<file path="config.mk">
export PLATFORM = sky130hd
export DESIGN_NAME = uart_core
export DESIGN_NICKNAME = d
export VERILOG_FILES = /design/src/uart_pkg.sv /design/src/uart_chan_if.sv /design/src/sync_fifo.sv /design/src/uart_core.sv /design/src/uart_host_regs.sv /design/src/uart_rx_path.sv /design/src/uart_tx_path.sv
export SDC_FILE = /design/constraint.sdc
export NUM_CORES = 1
export LEC_CHECK = 0
export BUFFER_PORTS_ARGS = -buffer_cell sky130_fd_sc_hd__buf_2
export CAP_MARGIN = 20
export CORE_MARGIN = 2
export CORE_UTILIZATION = 49
export DETAILED_ROUTE_END_ITERATION = 8
export GPL_ROUTABILITY_DRIVEN = 0
export PLACE_DENSITY = 0.69
export SYNTH_ARGS = -nofsm -noshare
export SYNTH_HDL_FRONTEND = slang
export SYNTH_HIERARCHICAL = 1
export SYNTH_SLANG_ARGS = --single-unit
</file>
<file path="constraint.sdc">
create_clock -name clk -period 6.7 [get_ports clk]
set_clock_uncertainty 0.2 [all_clocks]
set_input_delay 0.335 -clock clk [delete_from_list [all_inputs] [get_ports clk]]
set_output_delay 0.335 -clock clk [all_outputs]
set_load 0.05 [all_outputs]
</file>
<file path="src/uart_pkg.sv">
`default_nettype none

package uart_pkg;

    localparam int data_w = 8;

    // one bit of address selects between the two host registers
    typedef enum logic [0:0] {
        addr_data   = 1'b0,
        addr_status = 1'b1
    } reg_addr_e;

    typedef enum logic [1:0] {
        tx_idle  = 2'd0,
        tx_start = 2'd1,
        tx_data  = 2'd2,
        tx_stop  = 2'd3
    } tx_state_e;

    typedef enum logic [1:0] {
        rx_idle  = 2'd0,
        rx_start = 2'd1,
        rx_data  = 2'd2,
        rx_stop  = 2'd3
    } rx_state_e;

    typedef struct packed {
        logic frame_err;    // sticky until a status read.
        logic rx_overflow;  // sticky until a status read.
        logic rx_avail;
        logic tx_full;
        logic tx_busy;
    } uart_status_t;

endpackage

`default_nettype wire

</file>
<file path="src/uart_chan_if.sv">
`timescale 1ns/1ns
`default_nettype none

interface tx_chan_if;

    logic                        push;
    logic [uart_pkg::data_w-1:0] data;
    logic                        full;
    logic                        busy;

    modport host (
        output push,
        output data,
        input  full,
        input  busy
    );

    modport path (
        input  push,
        input  data,
        output full,
        output busy
    );

endinterface

interface rx_chan_if;

    logic                        pop;
    logic [uart_pkg::data_w-1:0] data;   // head byte, valid while avail is high.
    logic                        avail;
    logic                        overflow;
    logic                        frame_err;
    logic                        clear_err;

    modport host (
        output pop,
        output clear_err,
        input  data,
        input  avail,
        input  overflow,
        input  frame_err
    );

    modport path (
        input  pop,
        input  clear_err,
        output data,
        output avail,
        output overflow,
        output frame_err
    );

endinterface

`default_nettype wire

</file>
<file path="src/sync_fifo.sv">
`timescale 1ns/1ns
`default_nettype none

module sync_fifo #(
    parameter int depth = 16
) (
    input  wire                         clk,
    input  wire                         rst_n,
    input  wire                         wr_en,
    input  wire [uart_pkg::data_w-1:0]  wr_data,
    input  wire                         rd_en,
    output logic [uart_pkg::data_w-1:0] rd_data,
    output logic                        full,
    output logic                        empty
);

    localparam int addr_w = $clog2(depth);

    logic [uart_pkg::data_w-1:0] mem [depth];
    logic [addr_w:0]             wr_ptr;
    logic [addr_w:0]             rd_ptr;

    // the extra pointer bit tells a full buffer from an empty one.
    assign empty = wr_ptr == rd_ptr;
    assign full  = (wr_ptr[addr_w] != rd_ptr[addr_w]) &&
                   (wr_ptr[addr_w-1:0] == rd_ptr[addr_w-1:0]);

    assign rd_data = mem[rd_ptr[addr_w-1:0]];  // first-word fall-through.

    always_ff @(posedge clk or negedge rst_n) begin
        if (!rst_n) begin
            wr_ptr <= '0;
            rd_ptr <= '0;
        end else begin
            if (wr_en && !full) begin
                wr_ptr <= wr_ptr + 1'b1;
            end
            if (rd_en && !empty) begin
                rd_ptr <= rd_ptr + 1'b1;
            end
        end
    end

    always_ff @(posedge clk) begin
        if (wr_en && !full) begin
            mem[wr_ptr[addr_w-1:0]] <= wr_data;
        end
    end

endmodule

`default_nettype wire

</file>
<file path="src/uart_core.sv">
`timescale 1ns/1ns
`default_nettype none

module uart_core #(
    parameter int clks_per_bit = 868,
    parameter int fifo_depth   = 16
) (
    input  wire                         clk,
    input  wire                         rst_n,
    input  wire                         req,
    input  wire                         we,
    input  wire uart_pkg::reg_addr_e    addr,
    input  wire [uart_pkg::data_w-1:0]  wdata,
    output logic                        ack,
    output logic [uart_pkg::data_w-1:0] rdata,
    output logic                        tx,
    input  wire                         rx
);

    tx_chan_if tx_chan ();
    rx_chan_if rx_chan ();

    uart_host_regs host_regs_i (
        .clk    (clk),
        .rst_n  (rst_n),
        .req    (req),
        .we     (we),
        .addr   (addr),
        .wdata  (wdata),
        .ack    (ack),
        .rdata  (rdata),
        .tx_chan(tx_chan.host),
        .rx_chan(rx_chan.host)
    );

    uart_tx_path #(
        .clks_per_bit(clks_per_bit),
        .fifo_depth  (fifo_depth)
    ) tx_path_i (
        .clk  (clk),
        .rst_n(rst_n),
        .chan (tx_chan.path),
        .tx   (tx)
    );

    uart_rx_path #(
        .clks_per_bit(clks_per_bit),
        .fifo_depth  (fifo_depth)
    ) rx_path_i (
        .clk  (clk),
        .rst_n(rst_n),
        .rx   (rx),
        .chan (rx_chan.path)
    );

endmodule

`default_nettype wire

</file>
<file path="src/uart_host_regs.sv">
`timescale 1ns/1ns
`default_nettype none

module uart_host_regs (
    input  wire                         clk,
    input  wire                         rst_n,
    input  wire                         req,
    input  wire                         we,
    input  wire uart_pkg::reg_addr_e    addr,
    input  wire [uart_pkg::data_w-1:0]  wdata,
    output logic                        ack,
    output logic [uart_pkg::data_w-1:0] rdata,
    tx_chan_if.host                     tx_chan,
    rx_chan_if.host                     rx_chan
);

    typedef enum logic [1:0] {
        hs_idle = 2'd0,
        hs_act  = 2'd1,
        hs_ack  = 2'd2
    } hs_state_e;

    hs_state_e              state;
    uart_pkg::uart_status_t status;
    logic                   act;
    logic                   data_sel;

    assign act      = state == hs_act;
    assign data_sel = addr == uart_pkg::addr_data;

    // both paths meet here in one status word.
    assign status.frame_err   = rx_chan.frame_err;
    assign status.rx_overflow = rx_chan.overflow;
    assign status.rx_avail    = rx_chan.avail;
    assign status.tx_full     = tx_chan.full;
    assign status.tx_busy     = tx_chan.busy;

    // act lasts one cycle, so every strobe fires once per access.
    assign tx_chan.push      = act && we && data_sel;
    assign tx_chan.data      = wdata;
    assign rx_chan.pop       = act && !we && data_sel && rx_chan.avail;
    assign rx_chan.clear_err = act && !we && !data_sel;

    always_ff @(posedge clk or negedge rst_n) begin
        if (!rst_n) begin
            state <= hs_idle;
            ack   <= 1'b0;
            rdata <= '0;
        end else begin
            case (state)
                hs_idle: begin
                    if (req) begin
                        state <= hs_act;
                    end
                end
                hs_act: begin
                    state <= hs_ack;
                    if (we) begin
                        rdata <= '0;
                    end else if (!data_sel) begin
                        rdata <= uart_pkg::data_w'(status);
                    end else if (rx_chan.avail) begin
                        rdata <= rx_chan.data;  // head byte, taken as it is popped.
                    end else begin
                        rdata <= '0;
                    end
                end
                default: begin
                    if (req) begin
                        ack <= 1'b1;
                    end else begin
                        ack   <= 1'b0;
                        state <= hs_idle;
                    end
                end
            endcase
        end
    end

endmodule

`default_nettype wire

</file>
<file path="src/uart_rx_path.sv">
`timescale 1ns/1ns
`default_nettype none

module uart_rx_path #(
    parameter int clks_per_bit = 868,
    parameter int fifo_depth   = 16
) (
    input  wire       clk,
    input  wire       rst_n,
    input  wire       rx,
    rx_chan_if.path   chan
);

    localparam int cnt_w = $clog2(clks_per_bit);
    localparam int idx_w = $clog2(uart_pkg::data_w);

    uart_pkg::rx_state_e         state;
    logic                        rx_meta;
    logic                        rx_sync;
    logic                        rx_prev;
    logic [cnt_w-1:0]            bit_cnt;
    logic [idx_w-1:0]            bit_idx;
    logic [uart_pkg::data_w-1:0] shift;
    logic                        fifo_full;
    logic                        fifo_empty;
    logic                        bit_done;
    logic                        half_done;
    logic                        stop_sample;
    logic                        wr_en;

    assign bit_done    = bit_cnt == cnt_w'(clks_per_bit - 1);
    assign half_done   = bit_cnt == cnt_w'(clks_per_bit / 2 - 1);
    assign stop_sample = state == uart_pkg::rx_stop && bit_done;
    assign wr_en       = stop_sample && rx_sync && !fifo_full;

    always_ff @(posedge clk or negedge rst_n) begin
        if (!rst_n) begin
            rx_meta <= 1'b1;
            rx_sync <= 1'b1;
            rx_prev <= 1'b1;
        end else begin
            rx_meta <= rx;
            rx_sync <= rx_meta;
            rx_prev <= rx_sync;
        end
    end

    always_ff @(posedge clk or negedge rst_n) begin
        if (!rst_n) begin
            state   <= uart_pkg::rx_idle;
            bit_cnt <= '0;
            bit_idx <= '0;
        end else begin
            case (state)
                uart_pkg::rx_idle: begin
                    bit_cnt <= '0;
                    if (rx_prev && !rx_sync) begin
                        state <= uart_pkg::rx_start;
                    end
                end
                uart_pkg::rx_start: begin
                    if (half_done) begin
                        bit_cnt <= '0;
                        bit_idx <= '0;
                        // a line that is high again at mid-start was a glitch.
                        state   <= rx_sync ? uart_pkg::rx_idle : uart_pkg::rx_data;
                    end else begin
                        bit_cnt <= bit_cnt + 1'b1;
                    end
                end
                uart_pkg::rx_data: begin
                    if (bit_done) begin
                        bit_cnt <= '0;
                        if (bit_idx == idx_w'(uart_pkg::data_w - 1)) begin
                            state <= uart_pkg::rx_stop;
                        end else begin
                            bit_idx <= bit_idx + 1'b1;
                        end
                    end else begin
                        bit_cnt <= bit_cnt + 1'b1;
                    end
                end
                default: begin
                    if (bit_done) begin
                        state   <= uart_pkg::rx_idle;
                        bit_cnt <= '0;
                    end else begin
                        bit_cnt <= bit_cnt + 1'b1;
                    end
                end
            endcase
        end
    end

    always_ff @(posedge clk) begin
        if (state == uart_pkg::rx_data && bit_done) begin
            shift <= {rx_sync, shift[uart_pkg::data_w-1:1]};  // lsb arrives first.
        end
    end

    // a new error wins over a clear in the same cycle.
    always_ff @(posedge clk or negedge rst_n) begin
        if (!rst_n) begin
            chan.overflow  <= 1'b0;
            chan.frame_err <= 1'b0;
        end else begin
            if (stop_sample && rx_sync && fifo_full) begin
                chan.overflow <= 1'b1;
            end else if (chan.clear_err) begin
                chan.overflow <= 1'b0;
            end
            if (stop_sample && !rx_sync) begin
                chan.frame_err <= 1'b1;
            end else if (chan.clear_err) begin
                chan.frame_err <= 1'b0;
            end
        end
    end

    sync_fifo #(
        .depth(fifo_depth)
    ) fifo_i (
        .clk    (clk),
        .rst_n  (rst_n),
        .wr_en  (wr_en),
        .wr_data(shift),
        .rd_en  (chan.pop),
        .rd_data(chan.data),
        .full   (fifo_full),
        .empty  (fifo_empty)
    );

    assign chan.avail = !fifo_empty;

endmodule

`default_nettype wire

</file>
<file path="src/uart_tx_path.sv">
`timescale 1ns/1ns
`default_nettype none

module uart_tx_path #(
    parameter int clks_per_bit = 868,
    parameter int fifo_depth   = 16
) (
    input  wire       clk,
    input  wire       rst_n,
    tx_chan_if.path   chan,
    output logic      tx
);

    localparam int cnt_w = $clog2(clks_per_bit);
    localparam int idx_w = $clog2(uart_pkg::data_w);

    uart_pkg::tx_state_e         state;
    logic [cnt_w-1:0]            bit_cnt;
    logic [idx_w-1:0]            bit_idx;
    logic [uart_pkg::data_w-1:0] shift;
    logic [uart_pkg::data_w-1:0] head;
    logic                        fifo_empty;
    logic                        bit_done;
    logic                        load;

    assign bit_done = bit_cnt == cnt_w'(clks_per_bit - 1);

    // a new byte is taken from idle, or straight out of the stop bit.
    assign load = !fifo_empty &&
                  (state == uart_pkg::tx_idle || (state == uart_pkg::tx_stop && bit_done));

    sync_fifo #(
        .depth(fifo_depth)
    ) fifo_i (
        .clk    (clk),
        .rst_n  (rst_n),
        .wr_en  (chan.push),
        .wr_data(chan.data),
        .rd_en  (load),
        .rd_data(head),
        .full   (chan.full),
        .empty  (fifo_empty)
    );

    assign chan.busy = !fifo_empty || state != uart_pkg::tx_idle;

    always_ff @(posedge clk or negedge rst_n) begin
        if (!rst_n) begin
            state   <= uart_pkg::tx_idle;
            bit_cnt <= '0;
            bit_idx <= '0;
            tx      <= 1'b1;
        end else if (load) begin
            state   <= uart_pkg::tx_start;
            bit_cnt <= '0;
            tx      <= 1'b0;  // start bit.
        end else begin
            case (state)
                uart_pkg::tx_start: begin
                    if (bit_done) begin
                        state   <= uart_pkg::tx_data;
                        bit_cnt <= '0;
                        bit_idx <= '0;
                        tx      <= shift[0];
                    end else begin
                        bit_cnt <= bit_cnt + 1'b1;
                    end
                end
                uart_pkg::tx_data: begin
                    if (bit_done) begin
                        bit_cnt <= '0;
                        if (bit_idx == idx_w'(uart_pkg::data_w - 1)) begin
                            state <= uart_pkg::tx_stop;
                            tx    <= 1'b1;
                        end else begin
                            bit_idx <= bit_idx + 1'b1;
                            tx      <= shift[0];
                        end
                    end else begin
                        bit_cnt <= bit_cnt + 1'b1;
                    end
                end
                uart_pkg::tx_stop: begin
                    if (bit_done) begin
                        state   <= uart_pkg::tx_idle;
                        bit_cnt <= '0;
                    end else begin
                        bit_cnt <= bit_cnt + 1'b1;
                    end
                end
                default: begin
                    tx <= 1'b1;
                end
            endcase
        end
    end

    // the next data bit always waits in shift[0].
    always_ff @(posedge clk) begin
        if (load) begin
            shift <= head;
        end else if (bit_done &&
                     (state == uart_pkg::tx_start || state == uart_pkg::tx_data)) begin
            shift <= {1'b0, shift[uart_pkg::data_w-1:1]};
        end
    end

endmodule

`default_nettype wire

</file>
Word-level counts from Yosys, hierarchy flattened
Memories as Yosys holds them, arrays and structs flattened.
Cells that the tools add are included.

word-level totals
  register bits = 83
  memory bits (writable) = 256
  input port bits = 14
  output and inout bits = 10
  word-level logic and storage cells = 165
  memories = 2

operators by class
  $add $sub $neg = 8
  equal/unequal tests = 33
  multiplexer cells = 48
  bitwise gates (word level) = 2
  reduce and logical (&&, ||, !) cells = 51

memories
  memory                depth  bits a word  rd ports  clocked after Yosys merged registers in  wr ports  line             RTL
  rx_path_i.fifo_i.mem  16     8            1         0                                        1         sync_fifo.sv:19  logic [uart_pkg::data_w-1:0] mem [depth];
  tx_path_i.fifo_i.mem  16     8            1         0                                        1         sync_fifo.sv:19

operators with widths
  operator               count
  $mux 10                5
  $mux 8                 5
  $mux 2                 13
  $logic_and 1x1->1      22
  $add 10x1->10 const B  2
  $add 5x1->5 const B    4
  $eq 10x10->1 const B   2
  $pmux 10 s2            1
  $mux 3                 6
  $reduce_and 5->1       3
  $reduce_bool 2->1      7
  $mux 1                 12
  $ne 2x1->1 const B     6
  $ne 3x2->1 const B     4
  $pmux 2 s3             2
  $pmux 3 s2             2
  $eq 10x9->1 const B    1
  $eq 5x5->1             2
  $eq 2x2->1 const B     4
  $eq 4x4->1             2
  $ne 2x2->1 const B     4
  $add 3x1->3 const B    2
  $eq 2x1->1 const B     3
  $eq 3x3->1 const B     2
  15 further kinds       26

Depth between registers and ports, before layout
  depth after elaboration = 7
  mapped depth = 12
  gate-level depth less buffers = 10

By module
The synthesis kept the hierarchy.

by module, submodules not included
  module                         times used  cells an instance  area each (µm²)  sequential area each (µm²)
  sync_fifo at tx_path_i.fifo_i  1           278                5626.6           4093.9
  sync_fifo at rx_path_i.fifo_i  1           277                5589.1           4093.9
  uart_tx_path                   1           120                1358.8           641.9
  uart_rx_path                   1           100                1214.9           744.5
  uart_host_regs                 1           56                 585.6            275.3

Worst setup path before layout
No wires, ideal clock.

  path kind = register -> register
  from = reg rx_path_i.bit_cnt[3]
  to = mem rx_path_i/fifo_i/mem[3][0] (netlist name) (enable)
  setup time = 0.383 ns
  arrival time = 2.733 ns
  data required time = 6.117 ns
  setup slack = 3.384 ns
  cell stages (with the launch flop) = 8
  path buffers = 0
  clock period less this slack = 3.316 ns
  cell sequence = dfrtp_1 -> or3b_1 -> nor3_1 -> nand3_1 -> nor3b_1 -> nand2_1 -> o21bai_2 -> nor3_1

on the way
  word-level cells in the longest chain between the ends = 7

RTL lines
  what                            line                RTL
  start: declaration              uart_rx_path.sv:21  logic [cnt_w-1:0] bit_cnt;
  start signal: assignment        uart_rx_path.sv:68  bit_cnt <= bit_cnt + 1'b1;
  start signal: assignment        uart_rx_path.sv:80  bit_cnt <= bit_cnt + 1'b1;
  start signal: assignment        uart_rx_path.sv:88  bit_cnt <= bit_cnt + 1'b1;
  $eq 10x10->1                    uart_rx_path.sv:31  assign bit_done = bit_cnt == cnt_w'(clks_per_bit - 1);
  $logic_and 1x1->1               uart_rx_path.sv:33  assign stop_sample = state == uart_pkg::rx_stop && bit_done;
  $logic_and 1x1->1 (2 in a row)  uart_rx_path.sv:34  assign wr_en = stop_sample && rx_sync && !fifo_full;
  via rx_path_i.wr_en             uart_rx_path.sv:29  logic wr_en;
  $logic_and 1x1->1               sync_fifo.sv:45     if (wr_en && !full) begin
  $mux 1                          sync_fifo.sv:45
  $mux 1 (not written as such)    sync_fifo.sv:46     mem[wr_ptr[addr_w-1:0]] <= wr_data;
  end: declaration                sync_fifo.sv:19

The timed path passes the listed nets, and every way through them passes these cells.

Worst setup path after layout
  from = reg rx_path_i.fifo_i.wr_ptr[2]
  to = mem rx_path_i/fifo_i/mem[12][7] (netlist name) (enable)

on the way
  word-level cells in the longest chain between the ends = 7

RTL lines
  what                          line                RTL
  start: declaration            sync_fifo.sv:20     logic [addr_w:0] wr_ptr;
  start signal: assignment      sync_fifo.sv:36     wr_ptr <= wr_ptr + 1'b1;
  $eq 4x4->1                    sync_fifo.sv:26     (wr_ptr[addr_w-1:0] == rd_ptr[addr_w-1:0]);
  $logic_and 1x1->1             sync_fifo.sv:25     assign full = (wr_ptr[addr_w] != rd_ptr[addr_w]) &&
  via rx_path_i.fifo_full       uart_rx_path.sv:24  logic fifo_full;
  $logic_not 1->1               uart_rx_path.sv:34
  $logic_and 1x1->1             uart_rx_path.sv:34
  via rx_path_i.wr_en           uart_rx_path.sv:29
  $logic_and 1x1->1             sync_fifo.sv:45
  $mux 1                        sync_fifo.sv:45
  $mux 1 (not written as such)  sync_fifo.sv:46

The timed path passes the listed nets, and every way through them passes these cells.

==> metrics.md <==
| Metric | Value |
|---|---|
| Cts repair resizes | `0` |
| Net Count, Synth | `866` |
| Reg clk slew, reported paths | `0.06 ns` |
| CTS Buf Count | `36` |
| Global-route wire length before repair | `43300 um` |
| GRT met2 Usage | `29.3%` |
| Worst R2R Setup Slack | `2.85 ns` |
| Io pins | `24` |
| Pre-Repair DR Iteration Count | `5` |
| Async S/R FF share, synth | `19.8%` |
| Clk root buf | `clkbuf_16` |
| Post-Syn Area | `14400 um^2` |
| Clock power frac | `35.4%` |
| Share of cells above drive strength 1 | `20.1%` |
| Largest net degree at the start of global routing | `68` |
| Met1 Use GR | `26.4%` |
| Busiest grt layer | `met2` |
| Tcrit/Tclk final | `57.4%` |
| Switching part of the total | `26.5%` |
| Dpl hpwl | `17500 um` |
| Initial core utilization | `49.9%` |
| Ys flop type | `edfxtp_1` |
| Worst path required time | `6.62 ns` |
| RSZ-0062 raised after global routing | `no` |
| Critical path launch point type | `flop` |
| Slew HR | `29.9%` |
| Vias in the first global route | `7587` |
| Vias per cell | `5.73` |
| Rows | `62` |
| GR Util All Layers | `18.5%` |
| Die Height | `175 um` |
| Post-synth top area cell | `edfxtp_1` |
| Syn_area_per_cell | `17.3 um^2` |
| Die footprint | `30700 um^2` |
| Sequential share of the synthesized area | `68.5%` |
| CP Capture Type | `flop` |
| CP top delay family | `simple AND/OR/NAND/NOR gates` |
| Final Max Slew Viols | `0` |
| Slew @ Worst Pin | `1.04 ns` |
| Cts hold-fix bufs | `3` |
| # Post-CTS Setup Buffers | `0` |
| Max VDD drop | `0.182 mV` |
| Die X | `175 um` |
| PortBufs | `23` |
| Worst path max stage delay | `0.91 ns` |
| Syn-to-layout area delta | `11.6%` |
| #FFs+latches synth | `339` |
| Final hold violation count | `0` |
| Min Tclk post-route | `3.85 ns` |
| Fin worst setup slack | `2.85 ns` |
| Status | `finished clean` |
| Drt total wl | `27800 um` |
| Post-synth top area share | `56.8%` |
| Cell leakage power | `5.62 nW` |
| Cells after synthesis | `831` |
| Pre-CTS setup slack | `2.75 ns` |
| Max stage delay cell, worst path | `nor3_1` |
| Fmax | `260 MHz` |
| CTS tree | `yes` |
| First DRT Iteration DRCs | `636` |
| Core footprint | `28800 um^2` |
| CTS max path bufs | `3` |
| Internal power | `4.07 mW` |
| TritonCTS Sinks | `339` |
| Seq pwr share | `45.9%` |
| Yosys warns | `6` |
| Initial antenna violation count | `1` |
| Switching pwr | `1.47 mW` |
| Final layout net count | `913` |
| Total grt overflow | `0` |
| CTS H-tree lvls | `2` |
| Critical path, cell by cell | `xnor2_1 > nand4_1 > nor2_2 > nor3b_1 > nand2_1 > nor3_1` |
| Most common cell in the netlist | `edfxtp_1` |
| Final setup fails | `0` |
| Distinct cells, synth | `75` |
| Crit path max fanout | `14` |
| Hold Path Class | `input port to flop` |
| PD cells | `345 nW/um^2` |
| DRC viols | `0` |
| Met3 Usage GRT | `3.42%` |
| Max_cap viols | `0` |
| Combinational cell fraction of total power | `18.8%` |
| Setup TNS | `0 ns` |
| Most instantiated cells after synthesis | `edfxtp_1 (272), dfrtp_1 (63), nand2_1 (55)` |
| WP buf/inv | `0` |
| Crit path DAT | `3.76 ns` |
| Critical Setup Path Class | `flop to flop` |
| WL/cell | `21.5 um` |
| Via count | `7385` |
| Synth top area cells | `edfxtp_1 (57%), dfrtp_1 (11%), mux4_2 (6.0%)` |
| Post-synth EDFFs | `272` |
| Worst-Skew Late Latency | `0.51 ns` |
| Post-DRT Antenna Nets | `0` |
-- kinds of logic (layout without fill, tap and decap cells) --
logic type      Yosys count  in the layout  share of synthesized area [%]
fa+ha+maj                21             21                           1.83
compound gates           87             87                           4.77
other cells               0              1                              0
buf+inv                  66            139                           3.05
mux                      81             81                           12.2
xor+xnor                 39             39                           2.38
simple gates            198            198                           7.28
flops                   339            339                           68.5
-- stage by stage --
step                instance area [um^2]  hold WS (ns)  utilization [%]  cells  power [mW]
floorplan                          14400        -0.161                -    831        3.42
global placement                   14800         0.146             51.3   1209        3.59
detailed placement                 14800         0.155             51.4   1211        3.62
CTS                                16000       0.00125             55.6   1278        5.58
global route                       16000        0.0204             55.8   1289        5.77
finish                             16000        0.0197             55.8   1289        5.53
-- layout make-up --
cell class | count | area [um^2]
well taps | 384 | 480
repair buffers | 55 | 348
clock buffers | 49 | 991
clock inverters | 15 | 180
fillers | 2168 | 12700
flip-flops and latches | 339 | 9850
multi-input cells | 426 | 4120
inverters | 20 | 75.1
diodes | 1 | 2.50
-- worst reg2reg max path, stage by stage, from the launching register on --
cell,delay (ns)
dfrtp_1,0.50
xnor2_1,0.18
nand4_1,0.43
nor2_2,0.26
nor3b_1,0.70
nand2_1,0.28
nor3_1,0.91
-- path summary, 6_finish.rpt --
path | depth (start not counted) | startpoint | to
max | 6 | rx_path_i/fifo_i/wr_ptr[2] | rx_path_i/fifo_i/mem[12][7]
min | 1 | wdata[6] | tx_path_i/fifo_i/mem[15][6]
max reg2reg | 6 | rx_path_i/fifo_i/wr_ptr[2] | rx_path_i/fifo_i/mem[12][7]
min reg2reg | 0 | rx_path_i/rx_meta | rx_path_i/rx_sync
max in group asynchronous | 2 | rst_n | tx_path_i/fifo_i/rd_ptr[1]
min in group asynchronous | 2 | rst_n | rx_path_i/bit_cnt[6]
-- metal layers --
metal  part of all wire, %  up-vias
li1                      -     3354
met1                    44     3780
met2                    48      212
met3                   5.6       39
met4                   1.9        0
met5                     0        -
-- power groups by stage --
stage	combinational (mW)	sequential [mW]	clock, mW
after floorplan	0.845	2.57	0
after global routing	1.14	2.56	2.08
after global placement	1.02	2.57	0
final	1.04	2.54	1.96
after CTS	1.04	2.54	2.00
after detailed placement	1.04	2.58	0
-- sequential cells by signal (all words and copies together) (netlist names), 2 cells and up --
register	flops
tx_path_i/state	2
tx_path_i/shift	8
host_regs_i/rdata	8
rx_path_i/fifo_i/mem	128
tx_path_i/bit_idx	3
rx_path_i/shift	8
tx_path_i/fifo_i/rd_ptr	5
host_regs_i/state	2
rx_path_i/bit_cnt	10
tx_path_i/fifo_i/wr_ptr	5
rx_path_i/state	2
tx_path_i/fifo_i/mem	128
tx_path_i/bit_cnt	10
rx_path_i/bit_idx	3
rx_path_i/fifo_i/wr_ptr	5
rx_path_i/fifo_i/rd_ptr	5
-- cells in the final DEF, fill, tap and decap left out, types with 4 or more instances in the layout --
master,count
edfxtp_1,272
dfrtp_1,61
nand2_1,55
nor2_1,40
mux4_2,38
clkbuf_16,37
xnor2_1,32
a22oi_1,32
buf_2,28
nor3_1,26
mux4_1,26
ha_1,21
inv_1,20
buf_4,20
clkbuf_1,10
a22o_1,10
and2_1,9
nand4_1,9
and3_1,8
o21ai_1,8
nor2b_1,7
nand2b_1,7
xor2_1,7
mux2_4,7
o21ai_0,6
nand3_1,6
o211ai_1,6
clkinv_2,5
nor4_2,5
mux2_2,5
bufinv_16,4
nor4_1,4
mux2i_1,4
dfstp_2,4
Power figures use the tool's default switching activity.
